==> src/common/ni_pkg.sv <==
package ni_pkg;

	//////////////////////////////////////////////////////////////
	// field widths
	//////////////////////////////////////////////////////////////

	localparam int FLIT_PAYLOAD_W = 10; // payload bits per flit, tail not counted
	localparam int ROUTE_W        = 10; // route field of a header flit
	localparam int CODE_W         = 8;  // code part of a core word
	localparam int DATA_W         = 24; // data part of a core word
	localparam int WORD_W         = CODE_W + DATA_W; // full core word, 32

	localparam int FLITS_PER_WORD = 3; // data flits needed for one core word
	localparam int CARRIED_W      = FLITS_PER_WORD * FLIT_PAYLOAD_W; // 30 bits on the link
	localparam int PAD_W          = WORD_W - CARRIED_W; // code msbs that never travel

	//////////////////////////////////////////////////////////////
	// link flit formats
	//
	//   header:  [ tail | route   ]
	//   data:    [ tail | payload ]
	//
	// tail sits at bit 10 in both views
	//////////////////////////////////////////////////////////////

	typedef struct packed {
		logic               tail;  // end of packet marker
		logic [ROUTE_W-1:0] route; // destination, ignored once it reaches us
	} header_flit_t;

	typedef struct packed {
		logic                      tail;    // set on the last data flit of a packet
		logic [FLIT_PAYLOAD_W-1:0] payload; // one ten bit slice of a core word
	} data_flit_t;

	// same 11 bit word, decoded by position in the packet
	typedef union packed {
		header_flit_t hdr;
		data_flit_t   data;
	} flit_t;

	//////////////////////////////////////////////////////////////
	// core side formats
	//////////////////////////////////////////////////////////////

	// [ code | data ], top PAD_W code bits always zero
	typedef struct packed {
		logic [CODE_W-1:0] code;
		logic [DATA_W-1:0] data;
	} core_word_t;

	// outbound request, one word per packet
	typedef struct packed {
		logic [ROUTE_W-1:0] route; // goes into the header flit
		core_word_t         word;  // split over three data flits
	} core_tx_t;

endpackage

==> src/logic/flit_fifo.sv <==
`timescale 1ns/1ps

module flit_fifo #(
	parameter int FIFO_DEPTH = 8 // entries, also the sender's starting credit
) (
	input  logic          clk,
	input  logic          reset,
	input  ni_pkg::flit_t wr_flit, // flit from the router
	input  logic          wr_en,   // router sends only with credit
	input  logic          rdreq,   // consumer takes the head
	output ni_pkg::flit_t rd_flit, // head of queue
	output logic          empty,
	output logic          credit   // one pulse per pop, back to the router
);

	localparam int PTR_W = (FIFO_DEPTH > 1) ? $clog2(FIFO_DEPTH) : 1;
	localparam int CNT_W = $clog2(FIFO_DEPTH + 1);

	ni_pkg::flit_t mem [FIFO_DEPTH]; // flit storage, no reset needed

	logic [PTR_W-1:0] wr_ptr;
	logic [PTR_W-1:0] rd_ptr;
	logic [CNT_W-1:0] count; // entries held
	logic             full;
	logic             push;
	logic             pop;

	assign empty = (count == '0);
	assign full  = (count == CNT_W'(FIFO_DEPTH));

	assign push = wr_en && !full; // full never seen while credits are honoured
	assign pop  = rdreq && !empty;

	assign rd_flit = mem[rd_ptr]; // head visible the cycle after its write
	assign credit  = pop;         // a freed slot is a credit

	//////////////////////////////////////////////////////////////
	// storage write
	//////////////////////////////////////////////////////////////

	always_ff @(posedge clk) begin
		if (push) begin
			mem[wr_ptr] <= wr_flit;
		end
	end

	//////////////////////////////////////////////////////////////
	// pointers and occupancy
	//////////////////////////////////////////////////////////////

	always_ff @(posedge clk or posedge reset) begin
		if (reset) begin
			wr_ptr <= '0;
			rd_ptr <= '0;
			count  <= '0;
		end else begin
			if (push) begin
				// explicit wrap, depth need not be a power of two
				wr_ptr <= (wr_ptr == PTR_W'(FIFO_DEPTH - 1)) ? '0 : wr_ptr + 1'b1;
			end
			if (pop) begin
				rd_ptr <= (rd_ptr == PTR_W'(FIFO_DEPTH - 1)) ? '0 : rd_ptr + 1'b1;
			end
			case ({push, pop})
				2'b10:   count <= count + 1'b1;
				2'b01:   count <= count - 1'b1;
				default: count <= count; // idle, or push and pop together
			endcase
		end
	end

endmodule

==> src/ni/flit_deserializer.sv <==
`timescale 1ns/1ps

module flit_deserializer (
	input  logic               clk,
	input  logic               reset,
	input  ni_pkg::flit_t      flit,     // fifo head
	input  logic               empty,    // fifo has nothing for us
	input  logic               rx_ack,   // core took the word
	output logic               rdreq,    // pop the head
	output ni_pkg::core_word_t rx_word,  // assembled word to the core
	output logic               rx_valid
);

	//////////////////////////////////////////////////////////////
	// state encoding
	//
	//   wait_hdr  -> data0 -> data1 -> data2 -> hold_hdr  -> wait_hdr
	//                  ^                      \-> hold_data -> data0
	//
	// the tail bit of the third data flit picks the hold state
	//////////////////////////////////////////////////////////////

	localparam logic [2:0] S_WAIT_HDR  = 3'd0; // next flit is a header, drop it
	localparam logic [2:0] S_DATA0     = 3'd1; // payload for word bits 29..20
	localparam logic [2:0] S_DATA1     = 3'd2; // payload for bits 19..10
	localparam logic [2:0] S_DATA2     = 3'd3; // payload for bits 9..0, tail sampled
	localparam logic [2:0] S_HOLD_HDR  = 3'd4; // word out, packet done
	localparam logic [2:0] S_HOLD_DATA = 3'd5; // word out, same packet continues

	localparam int PW = ni_pkg::FLIT_PAYLOAD_W;

	logic [2:0] state;
	logic [2:0] next_state;

	logic [ni_pkg::CARRIED_W-1:0] word_q; // the thirty bits that travel
	logic                         take;   // head is popped this cycle
	logic                         holding;

	assign holding = (state == S_HOLD_HDR) || (state == S_HOLD_DATA);

	// pop whenever a flit sits at the head and we are not holding a word
	assign rdreq = !holding && !empty;
	assign take  = rdreq;

	// valid straight from the registered state, so it rises the edge after data2
	assign rx_valid = holding;

	// pad the code msbs back in
	assign rx_word = ni_pkg::core_word_t'({{ni_pkg::PAD_W{1'b0}}, word_q});

	//////////////////////////////////////////////////////////////
	// next state
	//////////////////////////////////////////////////////////////

	always_comb begin
		next_state = state;
		case (state)
			S_WAIT_HDR: begin
				if (take) next_state = S_DATA0; // header payload discarded
			end
			S_DATA0: begin
				if (take) next_state = S_DATA1;
			end
			S_DATA1: begin
				if (take) next_state = S_DATA2;
			end
			S_DATA2: begin
				if (take) begin
					next_state = flit.data.tail ? S_HOLD_HDR : S_HOLD_DATA;
				end
			end
			S_HOLD_HDR: begin
				if (rx_ack) next_state = S_WAIT_HDR;
			end
			S_HOLD_DATA: begin
				if (rx_ack) next_state = S_DATA0; // more words, no header between
			end
			default: next_state = S_WAIT_HDR; // unused codes fall back to a header hunt
		endcase
	end

	always_ff @(posedge clk or posedge reset) begin
		if (reset) begin
			state <= S_WAIT_HDR;
		end else begin
			state <= next_state;
		end
	end

	//////////////////////////////////////////////////////////////
	// word assembly
	//////////////////////////////////////////////////////////////

	// only written in data states, so the word is frozen while rx_valid is up
	always_ff @(posedge clk) begin
		if (take) begin
			case (state)
				S_DATA0: word_q[2*PW +: PW] <= flit.data.payload; // msb slice
				S_DATA1: word_q[PW +: PW]   <= flit.data.payload;
				S_DATA2: word_q[0 +: PW]    <= flit.data.payload; // lsb slice
				default: word_q             <= word_q; // header flit, nothing kept
			endcase
		end
	end

endmodule

==> src/ni/flit_serializer.sv <==
`timescale 1ns/1ps

module flit_serializer #(
	parameter int OUT_CREDITS = 4 // downstream buffer slots
) (
	input  logic             clk,
	input  logic             reset,
	input  ni_pkg::core_tx_t tx_req,        // route plus word from the core
	input  logic             tx_valid,
	input  logic             out_credit,    // one slot freed downstream
	output logic             tx_ack,        // request taken this cycle
	output ni_pkg::flit_t    out_flit,
	output logic             out_flit_valid
);

	localparam int CRED_W = $clog2(OUT_CREDITS + 1);
	localparam int PW     = ni_pkg::FLIT_PAYLOAD_W;

	ni_pkg::core_tx_t req_q; // latched request, payload only

	logic [ni_pkg::WORD_W-1:0] word_bits; // word as a flat vector for slicing
	logic [1:0]                flit_idx;  // 0 header, 1..3 data
	logic                      busy;      // packet in progress
	logic [CRED_W-1:0]         credits;   // free slots downstream
	logic                      send;

	assign tx_ack    = tx_valid && !busy; // accept only between packets
	assign word_bits = req_q.word;

	// hold the current flit while out of credit
	assign out_flit_valid = busy && (credits != '0);
	assign send           = out_flit_valid;

	//////////////////////////////////////////////////////////////
	// flit build
	//////////////////////////////////////////////////////////////

	always_comb begin
		out_flit = '0;
		case (flit_idx)
			2'd0: begin
				out_flit.hdr.route = req_q.route; // header, tail clear
				out_flit.hdr.tail  = 1'b0;
			end
			2'd1: begin
				out_flit.data.payload = word_bits[2*PW +: PW]; // bits 29..20
				out_flit.data.tail    = 1'b0;
			end
			2'd2: begin
				out_flit.data.payload = word_bits[PW +: PW];
				out_flit.data.tail    = 1'b0;
			end
			default: begin
				out_flit.data.payload = word_bits[0 +: PW]; // last slice
				out_flit.data.tail    = 1'b1;               // closes the packet
			end
		endcase
	end

	//////////////////////////////////////////////////////////////
	// request latch and sequencing
	//////////////////////////////////////////////////////////////

	always_ff @(posedge clk) begin
		if (tx_ack) begin
			req_q <= tx_req;
		end
	end

	always_ff @(posedge clk or posedge reset) begin
		if (reset) begin
			busy     <= 1'b0;
			flit_idx <= 2'd0;
		end else if (tx_ack) begin
			busy     <= 1'b1; // header goes out next cycle if credit allows
			flit_idx <= 2'd0;
		end else if (send) begin
			flit_idx <= flit_idx + 1'b1; // wraps back to 0 after the tail
			if (flit_idx == 2'd3) begin
				busy <= 1'b0; // tail left, free for the next request
			end
		end
	end

	//////////////////////////////////////////////////////////////
	// credit counter
	//////////////////////////////////////////////////////////////

	always_ff @(posedge clk or posedge reset) begin
		if (reset) begin
			credits <= CRED_W'(OUT_CREDITS); // downstream starts empty
		end else begin
			case ({out_credit, send})
				2'b10:   credits <= credits + 1'b1; // slot returned
				2'b01:   credits <= credits - 1'b1; // slot used
				default: credits <= credits;        // both or neither
			endcase
		end
	end

endmodule

==> src/ni/network_interface.sv <==
`timescale 1ns/1ps

module network_interface #(
	parameter int FIFO_DEPTH  = 8, // inbound fifo slots, router starts with this credit
	parameter int OUT_CREDITS = 4  // slots in the downstream router buffer
) (
	input  logic               clk,
	input  logic               reset,
	// inbound link
	input  ni_pkg::flit_t      in_flit,
	input  logic               in_flit_valid,
	output logic               in_credit,
	// core receive channel
	output ni_pkg::core_word_t rx_word,
	output logic               rx_valid,
	input  logic               rx_ack,
	// core transmit channel
	input  ni_pkg::core_tx_t   tx_req,
	input  logic               tx_valid,
	output logic               tx_ack,
	// outbound link
	output ni_pkg::flit_t      out_flit,
	output logic               out_flit_valid,
	input  logic               out_credit
);

	ni_pkg::flit_t fifo_flit;  // head flit into the deserializer
	logic          fifo_empty;
	logic          fifo_rdreq;

	//////////////////////////////////////////////////////////////
	// inbound, router -> fifo -> deserializer -> core
	//////////////////////////////////////////////////////////////

	flit_fifo #(
		.FIFO_DEPTH (FIFO_DEPTH)
	) u_flit_fifo (
		.clk     (clk),
		.reset   (reset),
		.wr_flit (in_flit),
		.wr_en   (in_flit_valid),
		.rdreq   (fifo_rdreq),
		.rd_flit (fifo_flit),
		.empty   (fifo_empty),
		.credit  (in_credit)  // pop pulse goes straight back upstream
	);

	flit_deserializer u_flit_deserializer (
		.clk      (clk),
		.reset    (reset),
		.flit     (fifo_flit),
		.empty    (fifo_empty),
		.rx_ack   (rx_ack),
		.rdreq    (fifo_rdreq),
		.rx_word  (rx_word),
		.rx_valid (rx_valid)
	);

	//////////////////////////////////////////////////////////////
	// outbound, core -> serializer -> router
	//////////////////////////////////////////////////////////////

	flit_serializer #(
		.OUT_CREDITS (OUT_CREDITS)
	) u_flit_serializer (
		.clk            (clk),
		.reset          (reset),
		.tx_req         (tx_req),
		.tx_valid       (tx_valid),
		.out_credit     (out_credit),
		.tx_ack         (tx_ack),
		.out_flit       (out_flit),
		.out_flit_valid (out_flit_valid)
	);

endmodule

==> config.mk <==
export PLATFORM = sky130hd
export DESIGN_NAME = network_interface
export DESIGN_NICKNAME = d
export VERILOG_FILES = /design/src/common/ni_pkg.sv /design/src/logic/flit_fifo.sv /design/src/ni/flit_deserializer.sv /design/src/ni/flit_serializer.sv /design/src/ni/network_interface.sv
export SDC_FILE = /design/constraint.sdc
export NUM_CORES = 1
export LEC_CHECK = 0
export BUFFER_PORTS_ARGS = -buffer_cell sky130_fd_sc_hd__buf_2
export CORE_MARGIN = 3
export CORE_UTILIZATION = 30
export DETAILED_ROUTE_END_ITERATION = 12
export HOLD_SLACK_MARGIN = 0.15
export PLACE_DENSITY_LB_ADDON = 0.08
export SYNTH_ARGS = -nofsm -noshare
export SYNTH_HDL_FRONTEND = slang
export SYNTH_SLANG_ARGS = --single-unit
==> constraint.sdc <==
create_clock -name clk -period 3.58 [get_ports clk]
set_clock_uncertainty 0.15 [all_clocks]
set_input_delay 0.358 -clock clk [delete_from_list [all_inputs] [get_ports clk]]
set_output_delay 0.358 -clock clk [all_outputs]
set_load 0.02 [all_outputs]
==> flow_summary.yaml <==
sta:
  slew_violations: 0
  rsz0062_at_grt: "false"
  tns_ns: 0
  finalSetupViolCount: 0
  hold_viol_final: 0
  relSlewSlack_pct: 46.4
  fin_ws_ns: 0.822
  period_needed_ns: 2.76
  finalCritPeriodShare_pct: 77.0
  max_freq_mhz: 363
  worstMarginPinSlew_ns: 0.805
die:
  start_util_pct: 31.1
  dieArea_sq_um: 24900
  io_pins: 106
  coreArea_sq_um: 22200
  die_w_microns: 158
  rows: 54
  die_y_microns: 158
yosys:
  ys_async_sr_fraction_pct: 10.7
  syn_avg_cell_area_sq_um: 19.6
  ys_warn_count: 0
  synth_seq_cells: 177
  synth_edf_count: 158
  synthFlopType: "edfxtp_1"
  netlist.area_leader.share_pct: 68.7
  ys_types: 41
  synth_area_leader_cell: "edfxtp_1"
  synthesis.area_sq_um: 6910
  synthTopCellsByCount: "edfxtp_1, inv_1, mux4_2"
  syn_inst: 353
  yosysMostFrequentCell: "edfxtp_1"
  synth_area_leaders: "edfxtp_1, dfrtp_1, mux4_2"
  synth_seq_area_share_pct: 75.6
place:
  place_ws_ns: 0.791
  port-buffer-count: 101
  place_congestion: 0.711
  place_area_sq_um: 7760
  place_hpwl_microns: 9090
power_and_ir_drop:
  vdd_drop_max_mv: 0.291
  p_switching_mw: 2.44
  p_int_mw: 4.74
  p_seq_share_pct: 43.4
  power_switching_share_pct: 34.0
  p_leak_nw: 3.28
  p_total_mw: 7.18
  power_density_nw_per_um2: 813
  p_comb_share_pct: 33.6
  power_frac_clock_pct: 23.0
grt:
  first_global_vias: 3937
  antenna_found_initial: 0
  gr-usage-all-layers_pct: 12.3
  grt_max_degree: 25
  grt_pass1_wl_microns: 22600
  grt_overflow: 0
critical_path:
  worstPathRequired_ns: 3.73
  start_kind: "register"
  end_kind: "register"
  r2r_setup_slack_ns: 0.82
  crit_arrival_ns: 2.91
  critical_path.max_fanout: 5
  crit_type: "reg -> reg"
job:
  max_cap_violations: 0
route:
  routed_wl_microns: 14700
  vias_per_cell: 4.53
  initialDrtViolationCount: 267
  ant_nets: 0
  routedWlPerCell_microns: 18.0
  vias: 3709
  firstDrtPassIters: 4
  drc: 0
status:
  status: "finished clean"
final_layout:
  postLayoutCoreUtil_pct: 39.7
  syn2layout_area_growth_pct: 27.9
  fill_cells: 2068
  n_antenna_cell: 0
  fin_nets: 601
  final_layout_size_suffix_gt1_share_pct: 32.5
  fin_area_sq_um: 8830
cts:
  post_cts_buffers: 0
  cts_buffers: 17
  clk_latency_ns: 0.42
  cts_root_buf: "clkbuf_16"
  clock_path_buffers: 2
  cts.reportedPaths.clkPinSlew_ns: 0.06
  cts_max_level: 4
  clock-sinks: 177
  cts_tree: "yes"
min_path:
  hold_path_class: "in -> reg"
==> layout make-up <==
type | count | area (sq um) | area share, %
clock inverters | 13 | 90.1 | 1.02
inverters | 23 | 86.3 | 0.977
well taps | 280 | 350 | 3.97
clock buffers | 18 | 429 | 4.86
repair buffers | 168 | 1150 | 13.0
multi-input cells | 140 | 1510 | 17.1
flip-flops and latches | 177 | 5220 | 59.1
==> layer usage <==
metal / GRT usage [%] / share of wire (%)
met1: 16.5 / 47
met2: 19.2 / 47
met3: 3.61 / 4.6
met4: 4.09 / 1.1
met5: 0 / 0
==> what timing repair did <==
action / in CTS / in global routing
hold endpoints to repair: 151 / 0
hold buffers: 55 / 0
gates resized for setup: 0 / 0
setup endpoints to repair: 0 / 0
==> layout by cell type, fill, tap and decap left out, types with 5 or more instances in the layout <==
master,instances
a222oi_1,10
buf_2,101
buf_4,12
clkbuf_16,17
clkinvlp_4,5
dfrtp_1,18
dlygate4sd3_1,55
edfxtp_1,158
ha_1,13
inv_1,23
mux2_2,11
mux2i_1,12
mux4_2,19
nand2_1,7
nor2_1,14
nor3_1,5
==> kinds of logic (layout without fill, tap and decap cells) <==
kind of cell,after synthesis,count (layout),share of synthesized area [%]
other,1,2,0.0543
adder cells (fa/ha/maj),15,15,2.93
AO/OA/AOI/OAI,25,25,3.17
AND/OR/NAND/NOR,43,43,3.26
multiplexers,49,49,11.5
buffers and inverters,37,222,2.72
XOR/XNOR,6,6,0.761
flip-flops,177,177,75.6
==> power by group through the flow <==
stage	sequential, mW	combinational, mW	clock [mW]
after floorplan	3.26	1.56	0
after global routing	3.17	2.66	1.81
after detailed placement	3.17	2.42	0
final	3.12	2.41	1.65
after global placement	3.15	2.39	0
after CTS	3.13	2.48	1.71
==> worst paths after layout <==
| kind | from | to | cells after the start |
|---|---|---|---|
| max | u_flit_fifo.count[0] | u_flit_fifo.count[3] | 8 |
| min | out_credit | u_flit_serializer.credits[0] | 4 |
| max reg2reg | u_flit_fifo.count[0] | u_flit_fifo.count[3] | 8 |
| min reg2reg | u_flit_serializer.credits[0] | u_flit_serializer.credits[0] | 1 |
| max in group asynchronous | reset | u_flit_serializer.busy | 3 |
| min in group asynchronous | reset | u_flit_fifo.wr_ptr[1] | 3 |
==> critical path: stages (launching register included) <==
cell and delay (ns):
dfrtp_1 0.48, nor4_4 0.41, nor2_1 0.20, ha_1 0.28, ha_1 0.29, a21o_1 0.20
a2111oi_0 0.40, nand3b_1 0.16, nand3_1 0.06
==> per-stage QoR <==
stage / hold slack, ns / cells
3_3_place_gp: 0.347 / 733
5_1_grt: 0.245 / 819
3_5_place_dp: 0.350 / 733
6_report: 0.235 / 819
4_1_cts: 0.218 / 819
2_1_floorplan: 0.158 / 354
==> registers in the layout, summed over array words and instances, names as in the netlist <==
| register | count |
|---|---|
| u_flit_deserializer.state | 3 |
| u_flit_deserializer.word_q | 30 |
| u_flit_fifo.count | 4 |
| u_flit_fifo.mem | 88 |
| u_flit_fifo.rd_ptr | 3 |
| u_flit_fifo.wr_ptr | 3 |
| u_flit_serializer.busy | 1 |
| u_flit_serializer.credits | 3 |
| u_flit_serializer.flit_idx | 2 |
| u_flit_serializer.req_q | 40 |
No activity file was read; power rests on OpenSTA's default activity.
